**src/common/coreTypesPkg.sv**
```systemverilog
package coreTypesPkg;

    // The ROB retires at most this many instructions per cycle
    localparam int commitWidth = 4;

    typedef logic [31:0] SqN;
    typedef logic [7:0] LoadSqN;
    typedef logic [7:0] StoreSqN;
    typedef logic [6:0] Tag;
    typedef logic [4:0] FetchId;
    typedef logic [7:0] BranchHistory;

    // Redirect request from any unit that can restart the frontend
    typedef struct packed {
        logic taken;
        logic flush;
        logic [31:0] dstPc;
        SqN sqN;
        LoadSqN loadSqN;
        StoreSqN storeSqN;
        FetchId fetchId;
        BranchHistory history;
    } BranchProv;

    // Sequence numbers wrap, so age is taken from the signed difference
    function automatic logic sqNYounger(SqN a, SqN b);
        logic signed [31:0] delta;
        delta = a - b;
        return delta > 0;
    endfunction

    // True when load number a is the same as or later than load number b
    function automatic logic loadSqNNotBefore(LoadSqN a, LoadSqN b);
        logic signed [7:0] delta;
        delta = a - b;
        return delta >= 0;
    endfunction

endpackage

```
**src/common/memOpsPkg.sv**
```systemverilog
package memOpsPkg;

    typedef enum logic [1:0] {
        aguNoException,
        aguMisaligned,
        aguAccessFault,
        aguPageFault
    } AguExc;

    // Uncached device region, accessed strictly in program order
    localparam logic [31:0] mmioBase = 32'hff00_0000;
    localparam logic [31:0] mmioTop = 32'hff0f_ffff;

    // Memory micro-op as it leaves address generation
    typedef struct packed {
        logic valid;
        logic [31:0] addr;
        logic [1:0] size;
        logic signExtend;
        logic doNotCommit;
        coreTypesPkg::SqN sqN;
        coreTypesPkg::LoadSqN loadSqN;
        coreTypesPkg::StoreSqN storeSqN;
        coreTypesPkg::Tag tagDst;
        logic [31:0] pc;
        logic compressed;
        coreTypesPkg::FetchId fetchId;
        coreTypesPkg::BranchHistory history;
        AguExc exception;
    } AguUop;

    typedef struct packed {
        logic valid;
        logic [31:0] addr;
        logic [1:0] size;
        logic signExtend;
        logic doNotCommit;
        coreTypesPkg::SqN sqN;
        coreTypesPkg::LoadSqN loadSqN;
        coreTypesPkg::Tag tagDst;
        logic isMmio;
        AguExc exception;
    } LdUop;

    typedef struct packed {
        logic valid;
        logic fail;
        coreTypesPkg::LoadSqN loadSqN;
    } LdAck;

    function automatic logic isMmio(logic [31:0] addr);
        return addr >= mmioBase && addr <= mmioTop;
    endfunction

    // Byte lanes touched inside the 32-bit word; sizes 2 and 3 are full words
    function automatic logic [3:0] byteMask(logic [1:0] offset, logic [1:0] size);
        logic [3:0] mask;
        case (size)
            2'd0: mask = 4'b0001 << offset;
            2'd1: mask = offset[1] ? 4'b1100 : 4'b0011;
            default: mask = 4'b1111;
        endcase
        return mask;
    endfunction

    function automatic logic bytesOverlap(logic [31:0] stAddr, logic [1:0] stSize,
                                          logic [31:0] ldAddr, logic [1:0] ldSize);
        logic sameWord;
        sameWord = stAddr[31:2] == ldAddr[31:2];
        return sameWord && |(byteMask(stAddr[1:0], stSize) & byteMask(ldAddr[1:0], ldSize));
    endfunction

endpackage

```
**src/loadBuffer/lateIssueSelect.sv**
```systemverilog
`timescale 1ns/1ps

module lateIssueSelect #(
    parameter int numEntries = 8
) (
    input logic [numEntries-1:0] entryValid,
    input logic [numEntries-1:0] entryIssued,
    input logic [numEntries-1:0] entryNonSpec,
    input logic [$clog2(numEntries)-1:0] deqIndex,
    input coreTypesPkg::SqN headSqN,
    input coreTypesPkg::SqN commitSqN,
    input logic sqDone,
    output logic [$clog2(numEntries)-1:0] issueIdx,
    output logic issueValid
);
    localparam int idxBits = $clog2(numEntries);

    logic [numEntries-1:0] candidates;
    logic headReady;

    // Regular loads may go in any order once they are waiting
    assign candidates = entryValid & ~entryIssued & ~entryNonSpec;

    // MMIO loads wait until they are the oldest thing in flight and all stores drained
    assign headReady = entryValid[deqIndex] && !entryIssued[deqIndex] &&
                       (!entryNonSpec[deqIndex] || (commitSqN == headSqN && sqDone));

    always_comb begin
        logic [idxBits-1:0] idx;
        issueIdx = deqIndex;
        issueValid = 1'b0;

        // Rotate from the head so older loads are preferred
        for (int i = 0; i < numEntries; i++) begin
            idx = deqIndex + i[idxBits-1:0];
            if (candidates[idx] && !issueValid) begin
                issueValid = 1'b1;
                issueIdx = idx;
            end
        end

        // The head is in order by definition and always wins
        if (headReady) begin
            issueValid = 1'b1;
            issueIdx = deqIndex;
        end
    end

endmodule

```
**src/loadBuffer/loadBuffer.sv**
```systemverilog
`timescale 1ns/1ps

module loadBuffer #(
    parameter int numEntries = 8
) (
    input logic clk,
    input logic rst,
    input coreTypesPkg::SqN commitSqN,
    input logic sqDone,
    input memOpsPkg::AguUop ldIn,
    input memOpsPkg::AguUop stIn,
    input memOpsPkg::LdAck ldAck,
    input logic lateTaken,
    input coreTypesPkg::BranchProv branchIn,
    output memOpsPkg::LdUop earlyLd,
    output memOpsPkg::LdUop lateLd,
    output coreTypesPkg::BranchProv branchOut,
    output coreTypesPkg::LoadSqN maxLoadSqN
);
    import coreTypesPkg::*;
    import memOpsPkg::*;

    localparam int idxBits = $clog2(numEntries);
    localparam int highBits = $bits(LoadSqN) - idxBits;

    // Low bits of the load number are the slot index, only the rest is stored
    typedef struct packed {
        SqN sqN;
        Tag tagDst;
        logic [highBits-1:0] highLdSqN;
        logic [1:0] size;
        logic [31:0] addr;
        logic signExtend;
        logic doNotCommit;
        AguExc exception;
        logic nonSpec;
        logic issued;
        logic valid;
    } LbEntry;

    LbEntry entries [numEntries];

    LoadSqN baseIndex;
    LoadSqN nextBase;
    logic [idxBits-1:0] deqIndex;
    logic [idxBits-1:0] insIdx;
    SqN headSqN;

    logic ldClean;
    logic nonSpecIn;
    logic sameCycleConflict;
    logic delayIn;
    logic insertValid;
    logic storeValid;
    logic storeConflict;

    logic [numEntries-1:0] entryValid;
    logic [numEntries-1:0] entryIssued;
    logic [numEntries-1:0] entryNonSpec;
    logic [idxBits-1:0] issueIdx;
    logic issueValid;
    logic issueLate;
    logic doRetire;
    logic [numEntries-1:0] retireVec;
    logic [2:0] retireCount;

    assign deqIndex = baseIndex[idxBits-1:0];
    assign insIdx = ldIn.loadSqN[idxBits-1:0];
    assign headSqN = entries[deqIndex].sqN;

    assign ldClean = ldIn.valid && ldIn.exception == aguNoException;
    assign nonSpecIn = ldClean && isMmio(ldIn.addr);

    // A store in the same cycle has not reached the store queue yet, so forwarding
    // from it is impossible and the load has to wait in the buffer
    assign sameCycleConflict = ldClean && stIn.valid &&
                               loadSqNNotBefore(ldIn.loadSqN, stIn.loadSqN) &&
                               bytesOverlap(stIn.addr, stIn.size, ldIn.addr, ldIn.size);
    assign delayIn = nonSpecIn || sameCycleConflict;

    assign insertValid = ldIn.valid && !(branchIn.taken && sqNYounger(ldIn.sqN, branchIn.sqN));
    assign storeValid = stIn.valid && !(branchIn.taken && sqNYounger(stIn.sqN, branchIn.sqN));

    always_comb begin
        earlyLd = '0;
        if (!delayIn) begin
            earlyLd.addr = ldIn.addr;
            earlyLd.size = ldIn.size;
            earlyLd.signExtend = ldIn.signExtend;
            earlyLd.doNotCommit = ldIn.doNotCommit;
            earlyLd.sqN = ldIn.sqN;
            earlyLd.loadSqN = ldIn.loadSqN;
            earlyLd.tagDst = ldIn.tagDst;
            earlyLd.isMmio = isMmio(ldIn.addr);
            earlyLd.exception = ldIn.exception;
            earlyLd.valid = ldIn.valid;
        end
    end

    // Any younger load that already read memory got stale data from this store.
    // Order of the scan is irrelevant since the redirect restarts after the store
    always_comb begin
        LoadSqN entryLdSqN;
        storeConflict = 1'b0;
        for (int i = 0; i < numEntries; i++) begin
            entryLdSqN = {entries[i].highLdSqN, i[idxBits-1:0]};
            if (entries[i].valid && entries[i].issued &&
                loadSqNNotBefore(entryLdSqN, stIn.loadSqN) &&
                bytesOverlap(stIn.addr, stIn.size, entries[i].addr, entries[i].size)) begin
                storeConflict = 1'b1;
            end
        end
    end

    always_comb begin
        for (int i = 0; i < numEntries; i++) begin
            entryValid[i] = entries[i].valid;
            entryIssued[i] = entries[i].issued;
            entryNonSpec[i] = entries[i].nonSpec;
        end
    end

    lateIssueSelect #(
        .numEntries(numEntries)
    ) issueSel (
        .entryValid(entryValid),
        .entryIssued(entryIssued),
        .entryNonSpec(entryNonSpec),
        .deqIndex(deqIndex),
        .headSqN(headSqN),
        .commitSqN(commitSqN),
        .sqDone(sqDone),
        .issueIdx(issueIdx),
        .issueValid(issueValid)
    );

    assign issueLate = !branchIn.taken && (!lateLd.valid || lateTaken) && issueValid;
    assign doRetire = !branchIn.taken && !issueLate;

    // Retirement must keep up with the ROB, so up to commitWidth heads go at once
    always_comb begin
        logic run;
        logic [idxBits-1:0] idx;
        run = 1'b1;
        retireVec = '0;
        retireCount = '0;
        for (int i = 0; i < commitWidth; i++) begin
            idx = deqIndex + i[idxBits-1:0];
            if (run && entries[idx].valid && entries[idx].issued &&
                sqNYounger(commitSqN, entries[idx].sqN)) begin
                retireVec[idx] = 1'b1;
                retireCount = retireCount + 3'd1;
            end else begin
                run = 1'b0;
            end
        end
    end

    always_comb begin
        nextBase = baseIndex;
        if (branchIn.taken) begin
            if (branchIn.flush) begin
                nextBase = branchIn.loadSqN;
            end
        end else if (doRetire) begin
            nextBase = baseIndex + LoadSqN'(retireCount);
        end
    end

    always_ff @(posedge clk) begin
        branchOut.taken <= 1'b0;
        if (rst) begin
            for (int i = 0; i < numEntries; i++) begin
                entries[i].valid <= 1'b0;
            end
            baseIndex <= '0;
            maxLoadSqN <= LoadSqN'(numEntries - 1);
            lateLd.valid <= 1'b0;
        end else begin
            if (lateTaken) begin
                lateLd.valid <= 1'b0;
            end

            // A refused load goes back to waiting and is picked up as a late load
            if (ldAck.valid && ldAck.fail) begin
                entries[ldAck.loadSqN[idxBits-1:0]].issued <= 1'b0;
            end

            if (branchIn.taken) begin
                for (int i = 0; i < numEntries; i++) begin
                    if (sqNYounger(entries[i].sqN, branchIn.sqN)) begin
                        entries[i].valid <= 1'b0;
                    end
                end
                if (lateLd.valid && sqNYounger(lateLd.sqN, branchIn.sqN)) begin
                    lateLd.valid <= 1'b0;
                end
            end else if (issueLate) begin
                entries[issueIdx].issued <= 1'b1;
                lateLd.addr <= entries[issueIdx].addr;
                lateLd.size <= entries[issueIdx].size;
                lateLd.signExtend <= entries[issueIdx].signExtend;
                lateLd.doNotCommit <= entries[issueIdx].doNotCommit;
                lateLd.sqN <= entries[issueIdx].sqN;
                lateLd.loadSqN <= {entries[issueIdx].highLdSqN, issueIdx};
                lateLd.tagDst <= entries[issueIdx].tagDst;
                lateLd.isMmio <= isMmio(entries[issueIdx].addr);
                lateLd.exception <= entries[issueIdx].exception;
                lateLd.valid <= 1'b1;
            end else begin
                for (int i = 0; i < numEntries; i++) begin
                    if (retireVec[i]) begin
                        entries[i].valid <= 1'b0;
                    end
                end
            end

            if (insertValid) begin
                entries[insIdx].sqN <= ldIn.sqN;
                entries[insIdx].tagDst <= ldIn.tagDst;
                entries[insIdx].highLdSqN <= ldIn.loadSqN[$bits(LoadSqN)-1:idxBits];
                entries[insIdx].size <= ldIn.size;
                entries[insIdx].addr <= ldIn.addr;
                entries[insIdx].signExtend <= ldIn.signExtend;
                entries[insIdx].doNotCommit <= ldIn.doNotCommit;
                entries[insIdx].exception <= ldIn.exception;
                entries[insIdx].nonSpec <= nonSpecIn;
                entries[insIdx].issued <= !delayIn;
                entries[insIdx].valid <= 1'b1;
            end

            // Restart right after the store rather than at the offending load
            if (storeValid && storeConflict) begin
                branchOut.taken <= 1'b1;
                branchOut.flush <= 1'b0;
                branchOut.dstPc <= stIn.pc + (stIn.compressed ? 32'd2 : 32'd4);
                branchOut.sqN <= stIn.sqN;
                branchOut.loadSqN <= stIn.loadSqN;
                branchOut.storeSqN <= stIn.storeSqN;
                branchOut.fetchId <= stIn.fetchId;
                branchOut.history <= stIn.history;
            end

            baseIndex <= nextBase;
            maxLoadSqN <= nextBase + LoadSqN'(numEntries - 1);
        end
    end

    // Dispatch stalls on maxLoadSqN, so a live slot is never overwritten
    assert property (@(posedge clk) disable iff (rst) insertValid |-> !entries[insIdx].valid)
        else $error("load inserted over a live buffer entry");

    assert property (@(posedge clk) disable iff (rst)
        branchOut.taken |=> !(branchOut.taken && branchOut.sqN == $past(branchOut.sqN)))
        else $error("same store redirected twice in a row");

endmodule

```
**src/rtl/loadPort.sv**
```systemverilog
`timescale 1ns/1ps

module loadPort (
    input logic clk,
    input logic rst,
    input logic stall,
    input memOpsPkg::LdUop earlyLd,
    input memOpsPkg::LdUop lateLd,
    output memOpsPkg::LdUop memReq,
    output memOpsPkg::LdAck ldAck,
    output logic lateTaken
);
    import memOpsPkg::*;

    LdUop chosen;
    logic earlyRefused;

    // The late load sits in the buffer's register until the memory side is free
    assign lateTaken = lateLd.valid && !stall;

    // An early load cannot wait, so it loses to a stall and to any late load
    assign earlyRefused = earlyLd.valid && (stall || lateLd.valid);

    always_comb begin
        chosen = earlyLd;
        if (lateLd.valid) begin
            chosen = lateLd;
        end
    end

    always_ff @(posedge clk) begin
        if (rst) begin
            memReq.valid <= 1'b0;
            ldAck.valid <= 1'b0;
        end else begin
            // Memory keeps looking at the same request until the stall clears
            if (!stall) begin
                memReq <= chosen;
            end

            // Refusals take the ack slot, otherwise the accepted load is acked
            ldAck.valid <= earlyLd.valid || lateTaken;
            ldAck.fail <= earlyRefused;
            ldAck.loadSqN <= earlyRefused ? earlyLd.loadSqN : chosen.loadSqN;
        end
    end

endmodule

```
**src/rtl/loadStoreUnit.sv**
```systemverilog
`timescale 1ns/1ps

module loadStoreUnit #(
    parameter int numEntries = 8
) (
    input logic clk,
    input logic rst,
    input memOpsPkg::AguUop ldIn,
    input memOpsPkg::AguUop stIn,
    input coreTypesPkg::SqN commitSqN,
    input logic sqDone,
    input coreTypesPkg::BranchProv branchIn,
    input logic stall,
    output memOpsPkg::LdUop memReq,
    output coreTypesPkg::BranchProv branchOut,
    output coreTypesPkg::LoadSqN maxLoadSqN
);
    import memOpsPkg::*;

    LdUop earlyLd;
    LdUop lateLd;
    LdAck ldAck;
    logic lateTaken;

    loadBuffer #(
        .numEntries(numEntries)
    ) buffer (
        .clk(clk),
        .rst(rst),
        .commitSqN(commitSqN),
        .sqDone(sqDone),
        .ldIn(ldIn),
        .stIn(stIn),
        .ldAck(ldAck),
        .lateTaken(lateTaken),
        .branchIn(branchIn),
        .earlyLd(earlyLd),
        .lateLd(lateLd),
        .branchOut(branchOut),
        .maxLoadSqN(maxLoadSqN)
    );

    // Single memory port shared by both load paths
    loadPort port (
        .clk(clk),
        .rst(rst),
        .stall(stall),
        .earlyLd(earlyLd),
        .lateLd(lateLd),
        .memReq(memReq),
        .ldAck(ldAck),
        .lateTaken(lateTaken)
    );

endmodule

```
**config.mk**
```make
export PLATFORM = sky130hd
export DESIGN_NAME = loadStoreUnit
export DESIGN_NICKNAME = d
export VERILOG_FILES = /design/src/common/coreTypesPkg.sv /design/src/common/memOpsPkg.sv /design/src/loadBuffer/lateIssueSelect.sv /design/src/loadBuffer/loadBuffer.sv /design/src/rtl/loadPort.sv /design/src/rtl/loadStoreUnit.sv
export SDC_FILE = /design/constraint.sdc
export NUM_CORES = 2
export LEC_CHECK = 0
export ABC_AREA = 1
export BUFFER_PORTS_ARGS = -buffer_cell sky130_fd_sc_hd__buf_2
export CELL_PAD_IN_SITES_DETAIL_PLACEMENT = 1
export CELL_PAD_IN_SITES_GLOBAL_PLACEMENT = 2
export CORE_UTILIZATION = 39
export CTS_BUF_LIST = sky130_fd_sc_hd__clkbuf_16
export DETAILED_ROUTE_END_ITERATION = 10
export HOLD_SLACK_MARGIN = 0.05
export PLACE_DENSITY_LB_ADDON = 0.1
export SYNTH_ARGS = -nofsm -noshare
export SYNTH_HDL_FRONTEND = slang
export SYNTH_SLANG_ARGS = --single-unit
```
**constraint.sdc**
```tcl
create_clock -name clk -period 22.7 [get_ports clk]
set_clock_uncertainty 0.15 [all_clocks]
set_input_delay 2.27 -clock clk [delete_from_list [all_inputs] [get_ports clk]]
set_output_delay 2.27 -clock clk [all_outputs]
set_load 0.05 [all_outputs]
```
==> impl_metrics.env <==
export IMPL_grt_pass1_wl_mm=561
export IMPL_synth_top_flop_cell="edfxtp_1"
export IMPL_grt_overflow_total=0
export IMPL_h_tree_depth=3
export IMPL_cts_sinks=969
export IMPL_cts_buffers=114
export IMPL_met1_usage=0.497
export IMPL_crit_path_top_delay_cell="a221oi_1"
export IMPL_fin_area_mm2=0.0858
export IMPL_slew_viol_final=0
export IMPL_cts_resized=0
export IMPL_routedWlPerCell_um=30.7
export IMPL_area_delta_synth_final_pct=12.0
export IMPL_final_util=0.440
export IMPL_drt_iter0_drc=8041
export IMPL_nFillCells=23900
export IMPL_seq_area_frac_synth=0.375
export IMPL_grt_max_degree=187
export IMPL_pre_cts_slack_ns=11.55
export IMPL_cp_max_fo=64
export IMPL_fin_crit_sh=0.502
export IMPL_cts_tree="done"
export IMPL_dpl_cell_area_mm2=0.0818
export IMPL_slew_headroom=0.138
export IMPL_stdcell_count=13000
export IMPL_post_cts_buffers=0
export IMPL_synth_nets=10800
export IMPL_fp_row_count=162
export IMPL_cp_end_kind="flip-flop"
export IMPL_start_util=0.393
export IMPL_busiest_layer="met2"
export IMPL_ant_nets=0
export IMPL_hp_class="flip-flop to flip-flop"
export IMPL_hold_buffers=0
export IMPL_synth_cell_types=74
export IMPL_fin_ws_ns=11.31
export IMPL_required_ns=23.22
export IMPL_die_h_um=445
export IMPL_clk_latency_ns=0.81
export IMPL_timing_final_hold_violations=0
export IMPL_rsz0062_at_grt="no"
export IMPL_cpMostUsedCell="nand3_1"
export IMPL_finalSetupTns_ns=0
export IMPL_place_congestion=0.999
export IMPL_synthesis_area_mm2=0.0766
export IMPL_vdd_drop_max_mv=0.0905
export IMPL_nets=11200
export IMPL_grt_use_met3=0.0619
export IMPL_max_freq_ghz=0.0878
export IMPL_synth_avg_cell_area_um2=7.75
export IMPL_cts_root_buf="clkbuf_16"
export IMPL_dp_cells=12800
export IMPL_period_needed_ns=11.39
export IMPL_worstPathArrival_ns=11.91
export IMPL_cts_reportedPaths_clkPinSlew_ns=0.06
export IMPL_grt_pass1_vias=77900
export IMPL_grt_util_met2=0.613
export IMPL_synth_seq_cells=969
export IMPL_multi_input_comb_area_mm2=0.0428
export IMPL_drive_above_1_share=0.0875
export IMPL_crit_type="flip-flop to flip-flop"
export IMPL_die_width_um=445
export IMPL_final_seq_area_mm2=0.0288
export IMPL_drc=0
export IMPL_vias_per_cell=6.01
export IMPL_critPathMaxStageDelay_ns=0.89
export IMPL_cp_start_kind="flip-flop"
export IMPL_grtUsageTotal=0.393
export IMPL_clk_path_buf_depth=3
export IMPL_max_cap_violations=0
export IMPL_ys_warn_count=0
export IMPL_pwr_density_cell_mw_per_mm2=96.2
export IMPL_total_leakage_power_nw=36.4
export IMPL_async_flop_share=0
export IMPL_drt_first_pass_iters=5
export IMPL_ioPinCount=601
export IMPL_tightestPinTransition_ns=1.28
export IMPL_dieArea_mm2=0.198
export IMPL_hold_depth=2
export IMPL_via_count=78200
export IMPL_wl_mm=400
export IMPL_dp_hpwl_mm=309
export IMPL_finalSetupViolations=0
export IMPL_synth_edff_count=933
export IMPL_antenna_found_initial=30
export IMPL_reg2reg_depth=41
export IMPL_status="completed"
export IMPL_core_area_mm2=0.195
export IMPL_synth_cells=9885
export IMPL_port_buffers=481
## registers in the layout (all words and copies together) (netlist names)
| register | flops |
|---|---|
| buffer.entries | 680 |
| buffer.maxLoadSqN | 8 |
| buffer.branchOut | 94 |
| port.memReq | 87 |
| buffer.baseIndex | 8 |
| buffer.lateLd | 87 |
| port.ldAck | 5 |
## Yosys cell counts (96+ instances only)
| cell | instances | area share |
|---|---|---|
| nand2_1 | 2451 | 0.12 |
| inv_1 | 935 | 0.046 |
| edfxtp_1 | 933 | 0.37 |
| o21ai_0 | 919 | 0.060 |
| a21oi_1 | 770 | 0.050 |
| nor2_1 | 739 | 0.036 |
| ha_1 | 523 | 0.085 |
| nand3_1 | 498 | 0.033 |
| xor2_1 | 312 | 0.036 |
| xnor2_1 | 230 | 0.026 |
| clkbuf_1 | 176 | 0.0086 |
| nand4_1 | 167 | 0.014 |
| o22ai_1 | 123 | 0.010 |
| nor3_1 | 96 | 0.0063 |
## cells in the final DEF (no fill, tap or decap), drive strengths merged, types with 16 or more instances in the layout
cell type and n:
nand2 2475, o21ai 992, inv 965, edfxtp 933
a21oi 774, nor2 743, buf 603, ha 523
nand3 503, xor2 312, xnor2 230, nand4 168
o22ai 123, clkbuf 114, nor3 97, a221oi 92
nor4 89, clkinv 65, a21o 60, a22o 48
o221ai 45, o21bai 42, a22oi 40, a21boi 36
dfxtp 36, a31oi 35, nand3b 30, or2 24
o211ai 23, o31ai 22, o21a 17, fa 17
bufinv 16
## cells by family (layout without fill, tap and decap cells)
group / count (synthesis) / count (layout) / synth area share
simple gates: 4153 / 4153 / 0.227
compound gates: 2399 / 2399 / 0.179
buf+inv: 1281 / 1777 / 0.0669
flops: 969 / 969 / 0.375
xor+xnor: 542 / 542 / 0.0620
fa+ha+maj: 540 / 540 / 0.0898
other cells: 1 / 12 / 0.0000489
## layout make-up
| class | instances | area share |
|---|---|---|
| diodes | 11 | 0.000321 |
| clock inverters | 97 | 0.0128 |
| clock buffers | 114 | 0.0332 |
| multi-input cells | 7635 | 0.499 |
| flip-flops and latches | 969 | 0.335 |
| well taps | 2624 | 0.0383 |
| repair buffers | 603 | 0.0389 |
| inverters | 963 | 0.0427 |
## where the power goes
group / switching, mW / total [mW] / internal (mW) / leakage, nW
combinational: 3.00 / 4.05 / 1.05 / 25.7
clock: 0.864 / 1.97 / 1.11 / 1.92
sequential: 0.0869 / 2.23 / 2.14 / 8.77
## per-stage QoR
stage,total power [mW],hold WS [ns]
2_1_floorplan,4.66,0.344
3_3_place_gp,6.12,0.327
3_5_place_dp,6.18,0.358
4_1_cts,8.17,0.375
5_1_grt,8.57,0.394
6_report,8.25,0.370
## critical path: cells and delay by family, from the launching register on
kind,cells,cell delay (ns)
buffers and inverters,9,1.76
DFF,1,0.69
adders and majority gates,5,2.16
xor gates and xnor gates,2,0.37
and+or+nand+nor,17,2.76
AOI/OAI and AO/OA,8,3.27
## layer usage
layer | wire length (um) | up-vias
met5 | 138 | -
met4 | 33600 | 22
met3 | 30000 | 921
met2 | 175000 | 3436
met1 | 161000 | 38700
li1 | - | 35200
## path summary, 6_finish.rpt
| check | start | end | slack [ns] |
|---|---|---|---|
| min reg2reg | buffer.lateLd[50] | port.memReq[50] | 0.37 |
| max | buffer.baseIndex[0] | buffer.maxLoadSqN[5] | 11.31 |
| max reg2reg | buffer.baseIndex[0] | buffer.maxLoadSqN[5] | 11.31 |
| min | buffer.lateLd[50] | port.memReq[50] | 0.37 |
Power figures use the tool's default switching activity.
